File: config.mk
export PLATFORM = sky130hd
export DESIGN_NAME = fetch_top
export DESIGN_NICKNAME = d
export VERILOG_FILES = /design/src/logic/bus_pkg.sv /design/src/logic/fetch_pkg.sv /design/src/logic/fetch_top.sv /design/src/logic/fetch_unit.sv /design/src/logic/icache.sv /design/src/logic/line_refill.sv /design/src/logic/pc_sequencer.sv
export SDC_FILE = /design/constraint.sdc
export NUM_CORES = 2
export LEC_CHECK = 0
export BUFFER_PORTS_ARGS = -buffer_cell sky130_fd_sc_hd__buf_2
export CORE_MARGIN = 2
export CORE_UTILIZATION = 59
export CTS_CLUSTER_SIZE = 14
export DETAILED_ROUTE_END_ITERATION = 12
export PLACE_DENSITY = 0.74
export SETUP_SLACK_MARGIN = 0.4
export SYNTH_ARGS = -nofsm -noshare
export SYNTH_HDL_FRONTEND = slang
export SYNTH_SLANG_ARGS = --single-unit
File: constraint.sdc
create_clock -name clock -period 20.6 [get_ports clock]
set_input_delay 5.15 -clock clock [delete_from_list [all_inputs] [get_ports clock]]
set_output_delay 5.15 -clock clock [all_outputs]
set_load 0.02 [all_outputs]
File: src/logic/bus_pkg.sv
`default_nettype none

package bus_pkg;

  // AXI4 read address
  typedef logic [31:0] bus_addr_t;

  // One R channel beat
  typedef logic [31:0] bus_data_t;

  // ARLEN, beats minus one
  typedef logic [7:0] burst_len_t;

  typedef enum logic [1:0] {
    REFILL_IDLE = 2'd0,
    REFILL_ADDR = 2'd1,
    REFILL_DATA = 2'd2
  } refill_state_e;

endpackage

`default_nettype wire

File: src/logic/fetch_pkg.sv
`default_nettype none

package fetch_pkg;

  // Instruction address
  typedef logic [31:0] pc_t;

  // Raw instruction word as returned by the cache
  typedef logic [31:0] inst_t;

  // Idle issues the pending address to the cache
  typedef enum logic [1:0] {
    FETCH_IDLE = 2'd0,
    FETCH_WAIT = 2'd1,
    FETCH_HOLD = 2'd2
  } fetch_state_e;

  // Respond is the single cycle that the answer is valid
  typedef enum logic [1:0] {
    CACHE_LOOKUP  = 2'd0,
    CACHE_REFILL  = 2'd1,
    CACHE_RESPOND = 2'd2
  } cache_state_e;

endpackage

`default_nettype wire

File: src/logic/fetch_top.sv
`timescale 1ns/1ps
`default_nettype none

module fetch_top import fetch_pkg::*, bus_pkg::*; #(
  parameter pc_t RESET_PC   = 32'h3000_0000,
  parameter int  INDEX_BITS = 4,
  parameter int  LINE_WORDS = 4
) (
  input  wire             clock,
  input  wire             rst_n_sync,
  input  wire             i_redirect_valid,
  input  wire pc_t        i_redirect_pc,
  output logic            o_inst_valid,
  input  wire             i_inst_ready,
  output inst_t           o_inst,
  output pc_t             o_inst_pc,
  output logic            o_arvalid,
  input  wire             i_arready,
  output bus_addr_t       o_araddr,
  output burst_len_t      o_arlen,
  input  wire             i_rvalid,
  output logic            o_rready,
  input  wire bus_data_t  i_rdata,
  input  wire             i_rlast
);

  localparam int WORD_IDX_BITS = $clog2(LINE_WORDS);

  logic                     pc_update;
  pc_t                      pc_next;
  logic                     req;
  pc_t                      req_addr;
  logic                     cache_valid;
  inst_t                    cache_ins;
  logic                     refill_start;
  bus_addr_t                refill_addr;
  logic                     word_valid;
  logic [WORD_IDX_BITS-1:0] word_idx;
  bus_data_t                word_data;
  logic                     refill_done;

  pc_sequencer pc_sequencer_i (
    .clock            (clock),
    .rst_n_sync       (rst_n_sync),
    .i_post_valid     (o_inst_valid),
    .i_post_ready     (i_inst_ready),
    .i_pc             (o_inst_pc),
    .i_redirect_valid (i_redirect_valid),
    .i_redirect_pc    (i_redirect_pc),
    .o_pc_update      (pc_update),
    .o_pc_next        (pc_next)
  );

  fetch_unit #(
    .RESET_PC (RESET_PC)
  ) fetch_unit_i (
    .clock         (clock),
    .rst_n_sync    (rst_n_sync),
    .i_pc_update   (pc_update),
    .i_pc_next     (pc_next),
    .i_post_ready  (i_inst_ready),
    .o_post_valid  (o_inst_valid),
    .o_ins         (o_inst),
    .o_pc          (o_inst_pc),
    .o_req         (req),
    .o_req_addr    (req_addr),
    .i_cache_valid (cache_valid),
    .i_cache_ins   (cache_ins)
  );

  icache #(
    .INDEX_BITS (INDEX_BITS),
    .LINE_WORDS (LINE_WORDS)
  ) icache_i (
    .clock          (clock),
    .rst_n_sync     (rst_n_sync),
    .i_req          (req),
    .i_req_addr     (req_addr),
    .o_cache_valid  (cache_valid),
    .o_cache_ins    (cache_ins),
    .o_refill_start (refill_start),
    .o_refill_addr  (refill_addr),
    .i_word_valid   (word_valid),
    .i_word_idx     (word_idx),
    .i_word_data    (word_data),
    .i_refill_done  (refill_done)
  );

  line_refill #(
    .LINE_WORDS (LINE_WORDS)
  ) line_refill_i (
    .clock        (clock),
    .rst_n_sync   (rst_n_sync),
    .i_start      (refill_start),
    .i_line_addr  (refill_addr),
    .o_word_valid (word_valid),
    .o_word_idx   (word_idx),
    .o_word_data  (word_data),
    .o_done       (refill_done),
    .o_arvalid    (o_arvalid),
    .i_arready    (i_arready),
    .o_araddr     (o_araddr),
    .o_arlen      (o_arlen),
    .i_rvalid     (i_rvalid),
    .o_rready     (o_rready),
    .i_rdata      (i_rdata),
    .i_rlast      (i_rlast)
  );

endmodule

`default_nettype wire

File: src/logic/fetch_unit.sv
`timescale 1ns/1ps
`default_nettype none

module fetch_unit import fetch_pkg::*; #(
  parameter pc_t RESET_PC = 32'h3000_0000
) (
  input  wire        clock,
  input  wire        rst_n_sync,
  input  wire        i_pc_update,
  input  wire pc_t   i_pc_next,
  input  wire        i_post_ready,
  output logic       o_post_valid,
  output inst_t      o_ins,
  output pc_t        o_pc,
  output logic       o_req,
  output pc_t        o_req_addr,
  input  wire        i_cache_valid,
  input  wire inst_t i_cache_ins
);

  fetch_state_e state_q;
  fetch_state_e state_d;
  pc_t          req_addr_q;
  inst_t        ins_q;
  pc_t          pc_q;
  logic         accept;

  assign accept = o_post_valid && i_post_ready;

  always_comb begin
    state_d = state_q;
    case (state_q)
      FETCH_IDLE: begin
        state_d = FETCH_WAIT;
      end
      FETCH_WAIT: begin
        if (i_cache_valid) begin
          state_d = FETCH_HOLD;
        end
      end
      FETCH_HOLD: begin
        if (accept) begin
          state_d = FETCH_IDLE;
        end
      end
      default: begin
        state_d = FETCH_IDLE;
      end
    endcase
  end

  // Fetch address starts at the reset vector
  always_ff @(posedge clock) begin
    if (!rst_n_sync) begin
      state_q    <= FETCH_IDLE;
      req_addr_q <= RESET_PC;
    end else begin
      state_q <= state_d;
      if (i_pc_update) begin
        req_addr_q <= i_pc_next;
      end
    end
  end

  // Answer and its address stay put until decode takes them
  always_ff @(posedge clock) begin
    if (state_q == FETCH_WAIT && i_cache_valid) begin
      ins_q <= i_cache_ins;
      pc_q  <= req_addr_q;
    end
  end

  assign o_req        = (state_q == FETCH_IDLE);
  assign o_req_addr   = req_addr_q;
  assign o_post_valid = (state_q == FETCH_HOLD);
  assign o_ins        = ins_q;
  assign o_pc         = pc_q;

endmodule

`default_nettype wire

File: src/logic/icache.sv
`timescale 1ns/1ps
`default_nettype none

module icache import fetch_pkg::*, bus_pkg::*; #(
  parameter int INDEX_BITS = 4,
  parameter int LINE_WORDS = 4
) (
  input  wire                            clock,
  input  wire                            rst_n_sync,
  input  wire                            i_req,
  input  wire pc_t                       i_req_addr,
  output logic                           o_cache_valid,
  output inst_t                          o_cache_ins,
  output logic                           o_refill_start,
  output bus_addr_t                      o_refill_addr,
  input  wire                            i_word_valid,
  input  wire [$clog2(LINE_WORDS)-1:0]   i_word_idx,
  input  wire bus_data_t                 i_word_data,
  input  wire                            i_refill_done
);

  localparam int SETS        = 1 << INDEX_BITS;
  localparam int OFFSET_BITS = $clog2(LINE_WORDS);
  localparam int TAG_BITS    = 32 - INDEX_BITS - OFFSET_BITS - 2;

  cache_state_e state_q;
  logic         refill_start_q;
  logic [SETS-1:0] valid_q;

  // Tag and data arrays
  logic [TAG_BITS-1:0] tag_mem  [SETS];
  inst_t               data_mem [SETS*LINE_WORDS];

  logic [TAG_BITS-1:0]    req_tag;
  logic [INDEX_BITS-1:0]  req_index;
  logic [OFFSET_BITS-1:0] req_offset;
  logic                   hit;

  // Request held over a refill
  pc_t                    miss_addr_q;
  logic [TAG_BITS-1:0]    miss_tag;
  logic [INDEX_BITS-1:0]  miss_index;
  logic [OFFSET_BITS-1:0] miss_offset;
  inst_t                  rd_data_q;

  // Word address split, bits 1:0 are always zero
  assign req_offset = i_req_addr[2 +: OFFSET_BITS];
  assign req_index  = i_req_addr[2 + OFFSET_BITS +: INDEX_BITS];
  assign req_tag    = i_req_addr[31 -: TAG_BITS];

  assign miss_offset = miss_addr_q[2 +: OFFSET_BITS];
  assign miss_index  = miss_addr_q[2 + OFFSET_BITS +: INDEX_BITS];
  assign miss_tag    = miss_addr_q[31 -: TAG_BITS];

  // Tag compare in the request cycle
  assign hit = valid_q[req_index] && (tag_mem[req_index] == req_tag);

  always_ff @(posedge clock) begin
    if (!rst_n_sync) begin
      state_q        <= CACHE_LOOKUP;
      refill_start_q <= 1'b0;
      valid_q        <= '0;
    end else begin
      refill_start_q <= 1'b0;
      case (state_q)
        CACHE_LOOKUP: begin
          if (i_req && hit) begin
            state_q <= CACHE_RESPOND;
          end else if (i_req) begin
            state_q        <= CACHE_REFILL;
            refill_start_q <= 1'b1;
          end
        end
        CACHE_REFILL: begin
          if (i_refill_done) begin
            state_q             <= CACHE_RESPOND;
            valid_q[miss_index] <= 1'b1;
          end
        end
        CACHE_RESPOND: begin
          state_q <= CACHE_LOOKUP;
        end
        default: begin
          state_q <= CACHE_LOOKUP;
        end
      endcase
    end
  end

  always_ff @(posedge clock) begin
    if (state_q == CACHE_LOOKUP && i_req) begin
      miss_addr_q <= i_req_addr;
      rd_data_q   <= data_mem[{req_index, req_offset}];
    end
    // Beats land in the line as they arrive
    if (state_q == CACHE_REFILL && i_word_valid) begin
      data_mem[{miss_index, i_word_idx}] <= inst_t'(i_word_data);
    end
    if (state_q == CACHE_REFILL && i_refill_done) begin
      tag_mem[miss_index] <= miss_tag;
      rd_data_q           <= data_mem[{miss_index, miss_offset}];
    end
  end

  assign o_cache_valid  = (state_q == CACHE_RESPOND);
  assign o_cache_ins    = rd_data_q;
  assign o_refill_start = refill_start_q;

  // Line aligned, so the burst starts at word zero
  assign o_refill_addr = bus_addr_t'({miss_addr_q[31:2 + OFFSET_BITS],
                                      {(OFFSET_BITS + 2){1'b0}}});

endmodule

`default_nettype wire

File: src/logic/line_refill.sv
`timescale 1ns/1ps
`default_nettype none

module line_refill import bus_pkg::*; #(
  parameter int LINE_WORDS = 4
) (
  input  wire                            clock,
  input  wire                            rst_n_sync,
  input  wire                            i_start,
  input  wire bus_addr_t                 i_line_addr,
  output logic                           o_word_valid,
  output logic [$clog2(LINE_WORDS)-1:0]  o_word_idx,
  output bus_data_t                      o_word_data,
  output logic                           o_done,
  output logic                           o_arvalid,
  input  wire                            i_arready,
  output bus_addr_t                      o_araddr,
  output burst_len_t                     o_arlen,
  input  wire                            i_rvalid,
  output logic                           o_rready,
  input  wire bus_data_t                 i_rdata,
  input  wire                            i_rlast
);

  refill_state_e                  state_q;
  bus_addr_t                      araddr_q;
  logic [$clog2(LINE_WORDS)-1:0]  beat_q;
  logic                           done_q;
  logic                           beat;

  assign beat = (state_q == REFILL_DATA) && i_rvalid;

  always_ff @(posedge clock) begin
    if (!rst_n_sync) begin
      state_q <= REFILL_IDLE;
      done_q  <= 1'b0;
    end else begin
      done_q <= beat && i_rlast;
      case (state_q)
        REFILL_IDLE: begin
          if (i_start) begin
            state_q <= REFILL_ADDR;
          end
        end
        REFILL_ADDR: begin
          if (i_arready) begin
            state_q <= REFILL_DATA;
          end
        end
        REFILL_DATA: begin
          // RLAST closes the burst
          if (beat && i_rlast) begin
            state_q <= REFILL_IDLE;
          end
        end
        default: begin
          state_q <= REFILL_IDLE;
        end
      endcase
    end
  end

  // Beat counter gives the word slot within the line
  always_ff @(posedge clock) begin
    if (state_q == REFILL_IDLE && i_start) begin
      araddr_q <= i_line_addr;
      beat_q   <= '0;
    end else if (beat) begin
      beat_q <= beat_q + 1'b1;
    end
  end

  // Always an INCR burst of one full line
  assign o_arvalid    = (state_q == REFILL_ADDR);
  assign o_araddr     = araddr_q;
  assign o_arlen      = burst_len_t'(LINE_WORDS - 1);
  assign o_rready     = (state_q == REFILL_DATA);
  assign o_word_valid = beat;
  assign o_word_idx   = beat_q;
  assign o_word_data  = i_rdata;
  assign o_done       = done_q;

endmodule

`default_nettype wire

File: src/logic/pc_sequencer.sv
`timescale 1ns/1ps
`default_nettype none

module pc_sequencer import fetch_pkg::*; (
  input  wire        clock,
  input  wire        rst_n_sync,
  input  wire        i_post_valid,
  input  wire        i_post_ready,
  input  wire pc_t   i_pc,
  input  wire        i_redirect_valid,
  input  wire pc_t   i_redirect_pc,
  output logic       o_pc_update,
  output pc_t        o_pc_next
);

  logic handshake;
  logic redirect_pending_q;
  pc_t  redirect_pc_q;

  assign handshake = i_post_valid && i_post_ready;

  always_ff @(posedge clock) begin
    if (!rst_n_sync) begin
      redirect_pending_q <= 1'b0;
    end else if (handshake) begin
      redirect_pending_q <= 1'b0;
    end else if (i_redirect_valid) begin
      redirect_pending_q <= 1'b1;
    end
  end

  // A later redirect replaces an older one still waiting
  always_ff @(posedge clock) begin
    if (!handshake && i_redirect_valid) begin
      redirect_pc_q <= i_redirect_pc;
    end
  end

  assign o_pc_update = handshake;

  always_comb begin
    if (redirect_pending_q) begin
      o_pc_next = redirect_pc_q;
    end else if (i_redirect_valid) begin
      o_pc_next = i_redirect_pc;
    end else begin
      o_pc_next = i_pc + 32'd4;
    end
  end

endmodule

`default_nettype wire
==> run metrics <==
Final Core Density 0.659; Fmax achieved 0.137 GHz; area grow syn2layout 11.1%; Sw Ratio 0.209; P_leak 0.0396 uW; final setup vio count 0; met2 Use GR 0.509; depth of the CTS H-tree 5; Worst setup EP type output port; period utilisation layout 0.356; sequential area share after synthesis 0.676; starting density of the core 0.593; vias in the first global route 62.4k; cell-internal power 9010 uW; maximum number of pins on one net before global-route repair 128; Detailed Route WL 324000 um; antenna viol nets, final 0; share of cells above drive strength 1 0.395; library cells used by synthesis 64; commonest non-fill, non-tap cell in the layout edfxtp_1; Post-CTS Setup Bufs 0; final hold vios 0; Post-CTS Hold Buffers 0; Crit Path Max Fanout 5; wire per inst 38.7 um; Power Dens Cells 86.5 nW/um^2; gr busiest metal met2; TritonCTS clock tree built; RePlAce Congestion 0.876; actual slew at the worst max-slew pin 1300 ps; Crit Reg-Reg Endpoint icache_i.o_cache_ins[8]; DRC Markers 0; Placed Cells 7876; Final Non-Filler Cells 8367; status finished clean; vias post-DR 61.5k; Max Root-Sink Buffers 4; Worst R2R Setup Slack 14240 ps; Crit path arrival time 2170 ps; VDD IR-drop max 0.0841 mV; Reg2Reg Depth 10; post-CTS sizing 0; main flop type after synthesis edfxtp_1; worst skew pair latency 940 ps; Post-synth EDFFs 2618; Via density 7.35; GRT overflow 0; met3 Use GR 0.0860; First DRT Iteration DRCs 9410; CP max-delay cell nor2b_1; Critical Path RT 15450 ps; DIE WIDTH 452 um; Comb pwr share 0.041; clk sinks 2689; die height 452 um; Rows 164; synthesis warning total 0; Pins Over Slew Limit 0; initial antenna violation count 29; first-pass GRT wire length 462000 um; GR Util met1 0.435; start-to-end type of the worst setup path flip-flop to output port; die area 204000 um^2; crit-path cells nor2b_1, buf_2; Post-Syn Area per Cell 22.5 um^2; Worst Hold Path Cells 0; CP peak stage delay 620 ps; RSZ-0062 raised after global routing false; sw power 2380 uW; cell count after synthesis 5259; IO Pins 178; clk slew on worst S/H paths 60 ps; port bufs 165; slew margin rel. 0.134; post-route setup slack 13280 ps; Clock Tree Root clkbuf_16; core area 200000 um^2; Reg power frac 0.530; max cap viols 0; hold crit path type flip-flop to flip-flop; Layout Nets 5583; total CTS buffers 289; clk_skew 52.5 ps; Total GRT Usage 0.322; post-synthesis register bit count 2689; highest-count cells in the layout ignoring fill and taps edfxtp_1, mux4_2, clkbuf_16; Period minus WS final 7320 ps; post-place setup slack 12420 ps; Synth async-reset ratio 0; Post-Syn Area 118000 um^2; post-DP HPWL 193000 um; worst hold start icache_i.o_cache_ins[15]; Min-Delay Endpoint fetch_unit_i.o_ins[15]; Setup TNS Final 0 ps; Worst Hold Slack 413 ps; Clock Power Share 0.429; first drt pass iteration count 6; Setup crit start kind flip-flop
==> worst max-delay path, delay by kind of cell (launching register included) <==
family	cells	cell delay (ps)
flops	1	360
simple gates	1	620
buf+inv	1	290
==> logic make-up (layout without fill, tap and decap cells) <==
family                   after synthesis  count (layout)  share of synthesized area
AO/OA/AOI/OAI                        148             148                    0.00809
XOR/XNOR                              63              63                    0.00466
adder cells (fa/ha/maj)                1               1                   0.000106
buffers and inverters                402             841                     0.0151
flip-flops                          2689            2689                      0.676
multiplexers                        1539            1539                      0.281
other                                  2              15                  0.0000634
AND/OR/NAND/NOR                      415             415                     0.0154
==> worst max path at each step <==
stage	start	end	slack [ps]	depth (start not counted)
final	line_refill_i.state_q[1]	o_rready	13280	2
after global routing	line_refill_i.state_q[1]	o_rready	13190	2
after CTS	line_refill_i.state_q[1]	o_rready	13240	2
after detailed placement	i_rvalid	icache_i.data_mem[57][5]	12420	6
after global placement	i_rvalid	icache_i.data_mem[43][27]	12420	6
after floorplan	i_rvalid	icache_i.data_mem[49][0]	13100	4
==> power groups by stage <==
stage / clock network (uW) / registers (uW) / logic, uW
after floorplan: 0 / 6140 / 271
after global placement: 0 / 6150 / 458
after detailed placement: 0 / 6150 / 462
after CTS: 4930 / 6030 / 465
after global routing: 5140 / 6030 / 489
final: 4890 / 6030 / 469
==> routing by layer <==
| layer | wire length (um) | vias up | share of wire |
|---|---|---|---|
| met4 | 14500 | 12 | 0.045 |
| met5 | 79 | - | 0.00024 |
| li1 | - | 23600 | - |
| met1 | 111000 | 33000 | 0.34 |
| met3 | 40000 | 655 | 0.12 |
| met2 | 158000 | 4203 | 0.49 |
==> flip-flops by register name (all words and copies together) (netlist names), named ones only <==
signal / count
fetch_unit_i.o_ins: 32
fetch_unit_i.o_req_addr: 32
pc_sequencer_i.redirect_pending_q: 1
line_refill_i.o_word_idx: 2
icache_i.valid_q: 16
fetch_unit_i.state_q: 2
icache_i.state_q: 2
icache_i.o_cache_ins: 32
icache_i.o_refill_start: 1
line_refill_i.state_q: 2
line_refill_i.o_done: 1
pc_sequencer_i.redirect_pc_q: 32
fetch_unit_i.o_pc: 32
line_refill_i.o_araddr: 28
icache_i.data_mem: 2048
icache_i.miss_addr_q: 30
icache_i.tag_mem: 384
==> cells in the mapped netlist (3+ instances only) <==
| library cell | instances | area (um^2) |
|---|---|---|
| edfxtp_1 | 2618 | 78600 |
| mux4_2 | 1421 | 32000 |
| clkbuf_1 | 206 | 773 |
| nor2_1 | 157 | 589 |
| nand2_1 | 149 | 559 |
| buf_2 | 116 | 581 |
| mux2i_1 | 97 | 971 |
| dfxtp_1 | 71 | 1420 |
| o21ai_0 | 44 | 220 |
| buf_1 | 40 | 150 |
| xor2_1 | 36 | 315 |
| a21oi_1 | 35 | 175 |
| xnor2_1 | 27 | 236 |
| buf_4 | 19 | 143 |
| nand3_1 | 19 | 95.1 |
| mux2_2 | 17 | 191 |
| o211ai_1 | 15 | 113 |
| nand2b_1 | 14 | 87.6 |
| a211oi_1 | 13 | 97.6 |
| nor3_1 | 13 | 65.1 |
| nor2b_1 | 12 | 75.1 |
| inv_1 | 11 | 41.3 |
| nand4_1 | 11 | 68.8 |
| and2_1 | 9 | 56.3 |
| a22oi_1 | 8 | 60.1 |
| a31oi_1 | 7 | 43.8 |
| nor4_1 | 6 | 37.5 |
| and3_1 | 5 | 31.3 |
| nor3b_1 | 5 | 37.5 |
| a221oi_1 | 4 | 35.0 |
| mux4_1 | 4 | 105 |
| o22ai_1 | 3 | 18.8 |
| o311ai_0 | 3 | 26.3 |
| or2_2 | 3 | 18.8 |
| or3_1 | 3 | 18.8 |
==> through the flow <==
step                      power, uW  instance area [um^2]
after floorplan                6410                118000
final                         11400                132000
after CTS                     11400                132000
after detailed placement       6610                123000
after global placement         6600                123000
after global routing          11700                132000
==> layout make-up <==
| cell class | count | area (um^2) |
|---|---|---|
| Antenna cell | 3 | 7.51 |
| Clock buffer | 350 | 7610 |
| Clock inverter | 138 | 1070 |
| Fill cell | 12400 | 68000 |
| Inverter | 13 | 58.8 |
| Multi-Input combinational cell | 2178 | 37300 |
| Sequential cell | 2689 | 80100 |
| Tap cell | 2656 | 3320 |
| Timing Repair Buffer | 340 | 2230 |
(Power assumes the default switching activity.)
